`src/hdl/quarkPkg.sv`:
```
package quarkPkg;

   // Data or address word
   typedef logic [31:0] wordT;

   // Register index into the 32-entry file
   typedef logic [4:0] regAddrT;

   // One bit per byte lane of a word
   typedef logic [3:0] byteMaskT;

   // Latched instruction
   // Bits 1:0 are always 2'b11 in RV32I and are not stored
   typedef logic [31:2] instrT;

   // Function field of the instruction
   typedef logic [2:0] funct3T;

   // Core sequencing states, one bit each
   typedef enum logic [3:0] {
      fetchInstr   = 4'b0001,
      waitInstr    = 4'b0010,
      execute      = 4'b0100,
      waitAluOrMem = 4'b1000
   } coreStateT;

   // Opcode field values, instr[6:2]
   // rd <- mem[rs1 + iImm]
   localparam logic [4:0] OpLoad   = 5'b00000;
   // rd <- rs1 op iImm
   localparam logic [4:0] OpAluImm = 5'b00100;
   // rd <- pc + uImm
   localparam logic [4:0] OpAuipc  = 5'b00101;
   // mem[rs1 + sImm] <- rs2
   localparam logic [4:0] OpStore  = 5'b01000;
   // rd <- rs1 op rs2
   localparam logic [4:0] OpAluReg = 5'b01100;
   // rd <- uImm
   localparam logic [4:0] OpLui    = 5'b01101;
   // Conditional pc <- pc + bImm
   localparam logic [4:0] OpBranch = 5'b11000;
   // rd <- pc + 4, pc <- rs1 + iImm
   localparam logic [4:0] OpJalr   = 5'b11001;
   // rd <- pc + 4, pc <- pc + jImm
   localparam logic [4:0] OpJal    = 5'b11011;

   // First instruction fetch address
   localparam wordT ResetAddr = 32'h08000000;

endpackage

```
`src/hdl/quarkControl.sv`:
```
`timescale 1ns/10ps

module quarkControl (
   input  logic            clk,
   input  logic            resetn,
   input  quarkPkg::wordT  memRdata,
   input  logic            memRbusy,
   input  logic            memWbusy,
   input  logic            isLoad,
   input  logic            isStore,
   input  logic            isBranch,
   input  logic            isJal,
   input  logic            isJalr,
   input  quarkPkg::wordT  aluSum,
   input  logic            predicate,
   output quarkPkg::instrT instr,
   output quarkPkg::wordT  pc,
   output quarkPkg::wordT  memAddr,
   output logic            memRstrb,
   output logic            memWstrb,
   output logic            regReadEn,
   output logic            writeBack,
   output logic            memPhase
);
   import quarkPkg::*;

   coreStateT state;

   // State flags
   logic inFetch;
   logic inWaitInstr;
   logic inExecute;
   logic inWaitMem;

   // Next pc path
   wordT pcPlus4;
   wordT pcTarget;
   wordT pcNext;
   logic jump;

   // Loads and stores must wait for the memory before the next fetch
   logic needToWait;

   assign inFetch     = (state == fetchInstr);
   assign inWaitInstr = (state == waitInstr);
   assign inExecute   = (state == execute);
   assign inWaitMem   = (state == waitAluOrMem);

   assign pcPlus4  = pc + 32'd4;
   // Jump and branch targets come from the shared adder, bit 0 cleared for JALR
   assign pcTarget = {aluSum[31:1], 1'b0};
   assign jump     = isJal | isJalr | (isBranch & predicate);
   assign pcNext   = jump ? pcTarget : pcPlus4;

   assign needToWait = isLoad | isStore;

   // Fetch address during fetch and wait
   // Next pc in execute of a non-memory instruction, which overlaps the fetch
   // Otherwise the load/store address from the adder
   assign memAddr = (inFetch | inWaitInstr)           ? pc     :
                    (inExecute & ~isLoad & ~isStore)  ? pcNext :
                                                        aluSum;

   // Execute of anything but a store starts a read
   // either the load itself or the next instruction fetch
   assign memRstrb = inFetch | (inExecute & ~isStore);
   assign memWstrb = inExecute & isStore;

   // Register reads follow the fetched word as it arrives
   assign regReadEn = inWaitInstr & ~memRbusy;

   // Mask is only narrowed while a data access is in flight
   assign memPhase = inExecute | inWaitMem;

   // Non-loads write in execute
   // Loads keep writing in waitAluOrMem, the last write holds the final data
   assign writeBack = ~(isBranch | isStore) &
                      ((inExecute & ~isLoad) | (inWaitMem & isLoad));

   always_ff @(posedge clk) begin
      if (!resetn) begin
         // Wait for both busy inputs before the first fetch
         state <= waitAluOrMem;
         pc    <= ResetAddr;
         // Opcode field 5'b00001 matches no class, rd is x0
         instr <= 30'd1;
      end else begin
         unique case (state)
            waitInstr: begin
               if (!memRbusy) begin
                  instr <= memRdata[31:2];
                  state <= execute;
               end
            end
            execute: begin
               pc    <= pcNext;
               state <= needToWait ? waitAluOrMem : waitInstr;
            end
            waitAluOrMem: begin
               if (!memRbusy && !memWbusy) begin
                  state <= fetchInstr;
               end
            end
            default: begin
               // fetchInstr lasts one cycle
               state <= waitInstr;
            end
         endcase
      end
   end

endmodule

```
`src/hdl/quarkDecoder.sv`:
```
`timescale 1ns/10ps

module quarkDecoder (
   input  quarkPkg::instrT   instr,
   output quarkPkg::regAddrT rdId,
   output logic [7:0]        funct3Is,
   output logic              isLoad,
   output logic              isAluImm,
   output logic              isAuipc,
   output logic              isStore,
   output logic              isAluReg,
   output logic              isLui,
   output logic              isBranch,
   output logic              isJalr,
   output logic              isJal,
   output quarkPkg::wordT    uImm,
   output quarkPkg::wordT    iImm,
   output quarkPkg::wordT    sImm,
   output quarkPkg::wordT    bImm,
   output quarkPkg::wordT    jImm,
   output logic              subSel,
   output logic              arithShift
);
   import quarkPkg::*;

   logic [4:0] opcode;
   funct3T     funct3;

   assign opcode = instr[6:2];
   assign funct3 = instr[14:12];
   assign rdId   = instr[11:7];

   // One-hot function, funct3Is[n] set when funct3 == n
   assign funct3Is = 8'b00000001 << funct3;

   // Instruction classes
   assign isLoad   = (opcode == OpLoad);
   assign isAluImm = (opcode == OpAluImm);
   assign isAuipc  = (opcode == OpAuipc);
   assign isStore  = (opcode == OpStore);
   assign isAluReg = (opcode == OpAluReg);
   assign isLui    = (opcode == OpLui);
   assign isBranch = (opcode == OpBranch);
   assign isJalr   = (opcode == OpJalr);
   assign isJal    = (opcode == OpJal);

   // The five immediate formats, all sign extended from bit 31
   assign uImm = {instr[31:12], 12'b0};
   assign iImm = {{21{instr[31]}}, instr[30:20]};
   assign sImm = {{21{instr[31]}}, instr[30:25], instr[11:7]};
   assign bImm = {{20{instr[31]}}, instr[7], instr[30:25], instr[11:8], 1'b0};
   assign jImm = {{12{instr[31]}}, instr[19:12], instr[20], instr[30:21], 1'b0};

   // Bit 30 selects SUB, but ADDI immediates also reach bit 30
   // Bit 5 is set only for the register form
   assign subSel = instr[30] & instr[5];

   // Bit 30 selects SRA over SRL
   assign arithShift = instr[30];

endmodule

```
`src/hdl/quarkRegFile.sv`:
```
`timescale 1ns/10ps

module quarkRegFile (
   input  logic              clk,
   input  quarkPkg::regAddrT readAddr1,
   input  quarkPkg::regAddrT readAddr2,
   input  logic              readEn,
   input  logic              writeEn,
   input  quarkPkg::regAddrT writeAddr,
   input  quarkPkg::wordT    writeData,
   output quarkPkg::wordT    rs1Data,
   output quarkPkg::wordT    rs2Data
);
   import quarkPkg::*;

   wordT regs [32];

   // All registers start at zero, x0 then stays zero
   initial begin
      for (int i = 0; i < 32; i++) begin
         regs[i] = '0;
      end
   end

   // Single write port, x0 never written
   always_ff @(posedge clk) begin
      if (writeEn && (writeAddr != 5'd0)) begin
         regs[writeAddr] <= writeData;
      end
   end

   // Operands captured as the instruction word arrives
   always_ff @(posedge clk) begin
      if (readEn) begin
         rs1Data <= regs[readAddr1];
         rs2Data <= regs[readAddr2];
      end
   end

endmodule

```
`src/hdl/quarkAlu.sv`:
```
`timescale 1ns/10ps

module quarkAlu (
   input  quarkPkg::wordT rs1Data,
   input  quarkPkg::wordT rs2Data,
   input  quarkPkg::wordT pc,
   input  logic           isAluImm,
   input  logic           isAluReg,
   input  logic           isLoad,
   input  logic           isStore,
   input  logic           isJalr,
   input  logic           isJal,
   input  logic           isAuipc,
   input  logic           isBranch,
   input  logic [7:0]     funct3Is,
   input  quarkPkg::wordT iImm,
   input  quarkPkg::wordT sImm,
   input  quarkPkg::wordT bImm,
   input  quarkPkg::wordT jImm,
   input  quarkPkg::wordT uImm,
   input  logic           subSel,
   input  logic           arithShift,
   output quarkPkg::wordT aluSum,
   output quarkPkg::wordT aluOut,
   output logic           predicate
);
   import quarkPkg::*;

   // Mirror a word so a right shifter can also shift left
   function automatic wordT reverseBits(input wordT value);
      wordT result;
      for (int i = 0; i < 32; i++) begin
         result[i] = value[31 - i];
      end
      return result;
   endfunction

   wordT aluIn1;
   wordT aluIn2;
   wordT plusIn1;
   wordT plusIn2;

   // Subtract and compare
   logic [32:0] aluMinus;
   logic        lt;
   logic        ltu;
   logic        eq;

   // Shifter
   wordT              shifterIn;
   logic signed [32:0] shiftIn;
   logic signed [32:0] shiftOut;
   wordT              shifter;
   wordT              leftShift;

   assign aluIn1 = rs1Data;
   // rs2 for register ops and branches, immediate otherwise
   assign aluIn2 = (isAluReg | isBranch) ? rs2Data : iImm;

   // Shared adder, ALU add as well as load/store address and jump target
   assign plusIn1 = (isAluImm | isAluReg | isLoad | isStore | isJalr) ? rs1Data : pc;
   assign plusIn2 = isStore  ? sImm    :
                    isJal    ? jImm    :
                    isAuipc  ? uImm    :
                    isBranch ? bImm    :
                    isAluReg ? rs2Data :
                               iImm;
   assign aluSum  = plusIn1 + plusIn2;

   // One 33-bit subtract gives SUB and every comparison
   assign aluMinus = {1'b0, aluIn1} - {1'b0, aluIn2};
   assign ltu      = aluMinus[32];
   // Signs differ, the negative operand is the smaller one
   assign lt       = (aluIn1[31] ^ aluIn2[31]) ? aluIn1[31] : aluMinus[32];
   assign eq       = (aluMinus[31:0] == 32'd0);

   // Left shift is a right shift of the reversed word
   assign shifterIn = funct3Is[1] ? reverseBits(aluIn1) : aluIn1;
   // Extra top bit carries the sign fill for SRA
   assign shiftIn   = {arithShift & aluIn1[31], shifterIn};
   assign shiftOut  = shiftIn >>> aluIn2[4:0];
   assign shifter   = shiftOut[31:0];
   assign leftShift = reverseBits(shifter);

   // Only the selected funct3 term is nonzero
   assign aluOut =
      (funct3Is[0] ? (subSel ? aluMinus[31:0] : aluSum) : 32'd0) |
      (funct3Is[1] ? leftShift                          : 32'd0) |
      (funct3Is[2] ? {31'd0, lt}                        : 32'd0) |
      (funct3Is[3] ? {31'd0, ltu}                       : 32'd0) |
      (funct3Is[4] ? (aluIn1 ^ aluIn2)                  : 32'd0) |
      (funct3Is[5] ? shifter                            : 32'd0) |
      (funct3Is[6] ? (aluIn1 | aluIn2)                  : 32'd0) |
      (funct3Is[7] ? (aluIn1 & aluIn2)                  : 32'd0);

   // BEQ, BNE, BLT, BGE, BLTU, BGEU
   assign predicate = (funct3Is[0] &  eq)  |
                      (funct3Is[1] & ~eq)  |
                      (funct3Is[4] &  lt)  |
                      (funct3Is[5] & ~lt)  |
                      (funct3Is[6] &  ltu) |
                      (funct3Is[7] & ~ltu);

endmodule

```
`src/hdl/quarkLoadStore.sv`:
```
`timescale 1ns/10ps

module quarkLoadStore (
   input  quarkPkg::instrT    instr,
   input  logic [1:0]         addrLow,
   input  quarkPkg::wordT     memRdata,
   input  quarkPkg::wordT     rs2Data,
   input  logic               isLoad,
   input  logic               isStore,
   input  logic               memPhase,
   output quarkPkg::wordT     loadData,
   output quarkPkg::wordT     memWdata,
   output quarkPkg::byteMaskT memMask
);
   import quarkPkg::*;

   funct3T   funct3;
   logic     byteAccess;
   logic     halfAccess;
   logic     loadSign;
   logic [15:0] loadHalf;
   logic [7:0]  loadByte;
   byteMaskT accessMask;

   // funct3[1:0] gives the size, 00 byte, 01 halfword, 10 word
   assign funct3     = instr[14:12];
   assign byteAccess = (funct3[1:0] == 2'b00);
   assign halfAccess = (funct3[1:0] == 2'b01);

   // Lane select from the low address bits
   assign loadHalf = addrLow[1] ? memRdata[31:16] : memRdata[15:0];
   assign loadByte = addrLow[0] ? loadHalf[15:8] : loadHalf[7:0];

   // funct3[2] set means zero extension (LBU, LHU)
   assign loadSign = ~funct3[2] & (byteAccess ? loadByte[7] : loadHalf[15]);

   assign loadData = byteAccess ? {{24{loadSign}}, loadByte} :
                     halfAccess ? {{16{loadSign}}, loadHalf} :
                                  memRdata;

   // Store data replicated so the right lane holds it for any offset
   assign memWdata[7:0]   = rs2Data[7:0];
   assign memWdata[15:8]  = addrLow[0] ? rs2Data[7:0] : rs2Data[15:8];
   assign memWdata[23:16] = addrLow[1] ? rs2Data[7:0] : rs2Data[23:16];
   assign memWdata[31:24] = addrLow[0] ? rs2Data[7:0]  :
                            addrLow[1] ? rs2Data[15:8] :
                                         rs2Data[31:24];

   // One lane for bytes, two for halfwords, all four for words
   always_comb begin
      if (byteAccess) begin
         accessMask = 4'b0001 << addrLow;
      end else if (halfAccess) begin
         accessMask = addrLow[1] ? 4'b1100 : 4'b0011;
      end else begin
         accessMask = 4'b1111;
      end
   end

   // Full word mask for instruction fetches
   assign memMask = (memPhase & (isLoad | isStore)) ? accessMask : 4'b1111;

endmodule

```
`src/hdl/quarkCore.sv`:
```
`timescale 1ns/10ps

module quarkCore (
   input  logic               clk,
   input  logic               resetn,
   input  quarkPkg::wordT     memRdata,
   input  logic               memRbusy,
   input  logic               memWbusy,
   output quarkPkg::wordT     memAddr,
   output quarkPkg::wordT     memWdata,
   output quarkPkg::byteMaskT memMask,
   output logic               memRstrb,
   output logic               memWstrb
);
   import quarkPkg::*;

   // Control
   instrT instr;
   wordT  pc;
   wordT  pcPlus4;
   logic  regReadEn;
   logic  writeBack;
   logic  memPhase;

   // Decode
   regAddrT    rdId;
   logic [7:0] funct3Is;
   logic       isLoad;
   logic       isAluImm;
   logic       isAuipc;
   logic       isStore;
   logic       isAluReg;
   logic       isLui;
   logic       isBranch;
   logic       isJalr;
   logic       isJal;
   wordT       uImm;
   wordT       iImm;
   wordT       sImm;
   wordT       bImm;
   wordT       jImm;
   logic       subSel;
   logic       arithShift;

   // Datapath
   wordT rs1Data;
   wordT rs2Data;
   wordT aluSum;
   wordT aluOut;
   logic predicate;
   wordT loadData;
   wordT writeBackData;
   logic regWrite;

   // Link address for JAL and JALR
   assign pcPlus4 = pc + 32'd4;

   // At most one class is active, so the terms can be ORed
   assign writeBackData = (isLui              ? uImm     : 32'd0) |
                          (isAluImm | isAluReg ? aluOut   : 32'd0) |
                          (isAuipc            ? aluSum   : 32'd0) |
                          (isJal | isJalr     ? pcPlus4  : 32'd0) |
                          (isLoad             ? loadData : 32'd0);

   // Only register-writing classes reach the register file
   // SYSTEM and unknown opcodes leave rd unchanged
   assign regWrite = writeBack &
                     (isLui | isAluImm | isAluReg | isAuipc | isJal | isJalr | isLoad);

   quarkControl quarkControl_inst (
      .clk(clk), .resetn(resetn), .memRdata(memRdata),
      .memRbusy(memRbusy), .memWbusy(memWbusy),
      .isLoad(isLoad), .isStore(isStore), .isBranch(isBranch),
      .isJal(isJal), .isJalr(isJalr), .aluSum(aluSum), .predicate(predicate),
      .instr(instr), .pc(pc), .memAddr(memAddr),
      .memRstrb(memRstrb), .memWstrb(memWstrb),
      .regReadEn(regReadEn), .writeBack(writeBack), .memPhase(memPhase)
   );

   quarkDecoder quarkDecoder_inst (
      .instr(instr), .rdId(rdId), .funct3Is(funct3Is),
      .isLoad(isLoad), .isAluImm(isAluImm), .isAuipc(isAuipc),
      .isStore(isStore), .isAluReg(isAluReg), .isLui(isLui),
      .isBranch(isBranch), .isJalr(isJalr), .isJal(isJal),
      .uImm(uImm), .iImm(iImm), .sImm(sImm), .bImm(bImm), .jImm(jImm),
      .subSel(subSel), .arithShift(arithShift)
   );

   // Source fields come from the raw word while it is on the bus
   quarkRegFile quarkRegFile_inst (
      .clk(clk), .readAddr1(memRdata[19:15]), .readAddr2(memRdata[24:20]),
      .readEn(regReadEn), .writeEn(regWrite), .writeAddr(rdId),
      .writeData(writeBackData), .rs1Data(rs1Data), .rs2Data(rs2Data)
   );

   quarkAlu quarkAlu_inst (
      .rs1Data(rs1Data), .rs2Data(rs2Data), .pc(pc),
      .isAluImm(isAluImm), .isAluReg(isAluReg), .isLoad(isLoad),
      .isStore(isStore), .isJalr(isJalr), .isJal(isJal),
      .isAuipc(isAuipc), .isBranch(isBranch), .funct3Is(funct3Is),
      .iImm(iImm), .sImm(sImm), .bImm(bImm), .jImm(jImm), .uImm(uImm),
      .subSel(subSel), .arithShift(arithShift),
      .aluSum(aluSum), .aluOut(aluOut), .predicate(predicate)
   );

   quarkLoadStore quarkLoadStore_inst (
      .instr(instr), .addrLow(aluSum[1:0]), .memRdata(memRdata),
      .rs2Data(rs2Data), .isLoad(isLoad), .isStore(isStore),
      .memPhase(memPhase), .loadData(loadData),
      .memWdata(memWdata), .memMask(memMask)
   );

endmodule

```
`config.mk`:
```
export PLATFORM = sky130hd
export DESIGN_NAME = quarkCore
export DESIGN_NICKNAME = d
export VERILOG_FILES = /design/src/hdl/quarkPkg.sv /design/src/hdl/quarkControl.sv /design/src/hdl/quarkDecoder.sv /design/src/hdl/quarkRegFile.sv /design/src/hdl/quarkAlu.sv /design/src/hdl/quarkLoadStore.sv /design/src/hdl/quarkCore.sv
export SDC_FILE = /design/constraint.sdc
export NUM_CORES = 2
export LEC_CHECK = 0
export ABC_AREA = 0
export BUFFER_PORTS_ARGS = -buffer_cell sky130_fd_sc_hd__buf_2
export CAP_MARGIN = 20
export CELL_PAD_IN_SITES_DETAIL_PLACEMENT = 0
export CELL_PAD_IN_SITES_GLOBAL_PLACEMENT = 1
export CORE_MARGIN = 1.5
export CORE_UTILIZATION = 35
export DETAILED_ROUTE_END_ITERATION = 8
export MAX_ROUTING_LAYER = met4
export PLACE_DENSITY_LB_ADDON = 0.1
export SYNTH_ARGS = -nofsm -noshare
export SYNTH_HDL_FRONTEND = slang
export SYNTH_SLANG_ARGS = --single-unit
export TNS_END_PERCENT = 5
```
`constraint.sdc`:
```
create_clock -name clk -period 7.6 [get_ports clk]
set_input_delay 0.38 -clock clk [delete_from_list [all_inputs] [get_ports clk]]
set_output_delay 0.38 -clock clk [all_outputs]
set_load 0.005 [all_outputs]
```
==> flow_summary.yaml <==
final_layout:
  fin_cells: 6966
  seq_area_um2: 34000
  drive_above_1_share_pct: 30.7
  final_core_utilization_pct: 40.1
  area.growth.synth_to_final_pct: 14.0
  fin_nets: 4628
  nFillCells: 16954
  multi_input_area_um2: 29100
die:
  core_area_um2: 183000
  start_util_pct: 35.2
  ios: 106
  die_y_um: 431
  die_w_um: 431
  die-area_um2: 186000
  fp-row-count: 157
route:
  drt-total-wl_um: 263000
  drc: 0
  ant_nets: 0
  dr.pass1.iters: 8
  num_vias: 43466
  drt_iter0_markers: 5338
  viasPerCell: 6.24
  wl_per_cell_um: 37.7
yosys:
  ys.flop_type: "edfxtp_1"
  yosys_warnings: 0
  ys_seq_area_share_pct: 52.9
  synth_top_family_by_area: "multiplexers"
  ys_top_cells_by_count: "1088 x edfxtp_1, 646 x mux4_2, 349 x nand2_1"
  yosys.area.top_type: "edfxtp_1"
  syn_inst: 4321
  synthSimpleGateAreaFrac_pct: 6.56
  synth_area_leaders: "edfxtp_1 51%, mux4_2 23%, ha_1 2.4%, mux2_2 2.2%, dfxtp_1 2.1%"
  synth_xor_area_share_pct: 1.10
  synth_area_per_cell_um2: 14.9
  yosysMostFrequentCell: "edfxtp_1"
  syn-cell-area_um2: 64200
  synth-seq-cells: 1154
  synthAdderAreaFrac_pct: 2.39
  synth_compound_area_share_pct: 7.50
  synth_cell_types: 91
  synth_top_area_share_pct: 50.9
  synthMuxAreaShare_pct: 26.7
  synthArstFlopShare_pct: 0
  synth_edf_count: 1088
run_status:
  status: "finished, final reports clean"
placed_design:
  dp.cells: 6686
  place.gp.congestion: 1.01
  portBuffers: 105
  hpwl_um: 172000
timing:
  period_share_pct: 96.5
  fin_setup_tns_ns: 0
  maxSlewHeadroom_pct: 12.2
  final-hold-violation-count: 0
  maxSlewViolCount: 0
  finClkSkew_ns: 0.0441
  tightest_slew_ns: 1.32
  setup_viol: 0
  fmax_mhz: 136
  period_needed_ns: 7.34
pwr:
  irDropWorstVdd_uv: 208
  p_per_area_nw_per_um2: 207
  leakage_nw: 23.3
cts:
  cts.path.max_buffers: 3
  clkLatencyLatePin_ns: 0.81
  cts_sinks: 1154
  cts_tree: "done"
  clkTransAtPathRegs_ns: 0.06
  cts-root-buf: "clkbuf_16"
  h-tree-depth: 4
  cts_buffers: 134
global_routing:
  grt_max_degree: 100
  grt_pass1_vias: 42825
  antenna_found_initial: 8
  grt_pass1_wl_um: 360000
  grt_usage_pct: 28.9
  grt_overflow: 0
worst_setup_path:
  cp.required_ns: 7.22
  critPathArrivalTime_ns: 6.96
  r2r-end: "quarkRegFile_inst.regs[10][31]"
  critPathBufInv: 4
  crit_chain: "nor3_2 > nand2_1 > nor2_1 > or3_4 > buf_4 > o21a_1 > inv_1 > ha_1 > or4_1 > nor3_1 > nand2_1 > nor3_4 > nor3_1 > o2111a_1 > nor4b_4 > nor4_1 > and4b_1 > a211oi_4 > buf_12 > o21ai_4 > or4_1 > o311ai_1 > buf_2"
  worstReg2RegStart: "quarkControl_inst.instr[3]"
  crit_type: "reg2out"
  regToRegSetupSlack_ns: 0.88
  end_kind: "output port"
  r2r_cells: 22
  slowest_stage: "or4_1"
  max_stage_delay_ns: 0.62
  cp-start-kind: "register"
  crit_family: "simple AND/OR/NAND/NOR gates"
  cp_max_fo: 15
hold_path:
  hold_class: "in2reg"
  min_to: "quarkControl_inst.instr[13]"
  min_path_cells: 3
  worstHoldStart: "memRdata[15]"
run:
  max_cap_violations: 0
-- layout by cell type, fill, tap and decap left out, types with 114 or more instances in the layout --
cell	instances
a21oi_1	166
buf_4	195
clkbuf_16	138
edfxtp_1	1088
ha_1	118
mux2_2	127
mux2i_1	114
mux4_2	646
nand2_1	349
nor2_1	192
o21ai_0	139
-- logic make-up after synthesis --
| kind of cell | after synthesis |
|---|---|
| simple gates | 909 |
| xor+xnor | 79 |
| flops | 1154 |
| mux | 888 |
| buf+inv | 463 |
| compound gates | 705 |
| fa+ha+maj | 122 |
| other cells | 1 |
-- state kept, by name (all words and copies together), names as in the netlist --
signal	count
quarkControl_inst.instr	30
quarkControl_inst.state	4
quarkRegFile_inst.regs	1024
quarkRegFile_inst.rs1Data	32
quarkRegFile_inst.rs2Data	32
quarkControl_inst.pc	32
-- where the power goes --
part / switching, W / leakage, nW / internal, W
sequential: 0.0000793 / 9.78 / 0.00698
combinational: 0.00111 / 11.4 / 0.000714
clock: 0.00273 / 2.09 / 0.00358
-- per-layer routing --
metal	share of wire [%]	global-route usage, %
met5	0	-
met3	5.9	3.59
met4	4.0	10.1
met2	47	45.1
met1	43	39.0
-- final cells by class --
cell class,instances,share of cell area (%)
Sequential cell,1154,46.4
Tap cell,2385,4.08
Multi-Input combinational cell,2737,39.7
Inverter,114,0.593
Clock inverter,83,0.954
Antenna cell,4,0.0137
Timing Repair Buffer,329,3.30
Clock buffer,160,4.88
-- metrics by stage --
stage                     power, W  hold slack [ns]  area [um^2]  setup WS, ns
after global placement     0.00899            0.463        68500         0.235
after detailed placement   0.00898            0.471        68500        0.0905
final                       0.0152            0.150        73200         0.262
after global routing        0.0156           0.0861        73200       -0.0128
after floorplan            0.00826            0.449        64300          1.09
after CTS                   0.0153           0.0744        73100        0.0133
-- how the worst max path moves through the flow --
| stage | to | slack (ns) | depth (start not counted) | start |
|---|---|---|---|---|
| 2_1_floorplan | quarkRegFile_inst.regs[0][0] | 1.09 | 24 | quarkControl_inst.instr[1] |
| 3_3_place_gp | memAddr[18] | 0.23 | 24 | quarkControl_inst.instr[2] |
| 3_5_place_dp | memAddr[18] | 0.09 | 24 | quarkControl_inst.instr[2] |
| 4_1_cts | memAddr[13] | 0.01 | 28 | quarkControl_inst.instr[0] |
| 5_1_grt | memAddr[9] | -0.01 | 25 | quarkControl_inst.instr[0] |
| 6_report | memAddr[13] | 0.26 | 23 | quarkControl_inst.instr[2] |
-- tightest hold or removal path: stages --
cell and delay [ns]:
buf_8 0.17, nand2_1 0.13, a21oi_1 0.06
-- repair_timing --
item	CTS	global route
endpoints found under the hold margin	24	0
pin swaps	3	2
hold buffers	23	0
cloned	1	1
setup endpoints to repair	32	31
resized for setup	9	19
buffers inserted	6	1
No activity file was read; power rests on OpenSTA's default activity.
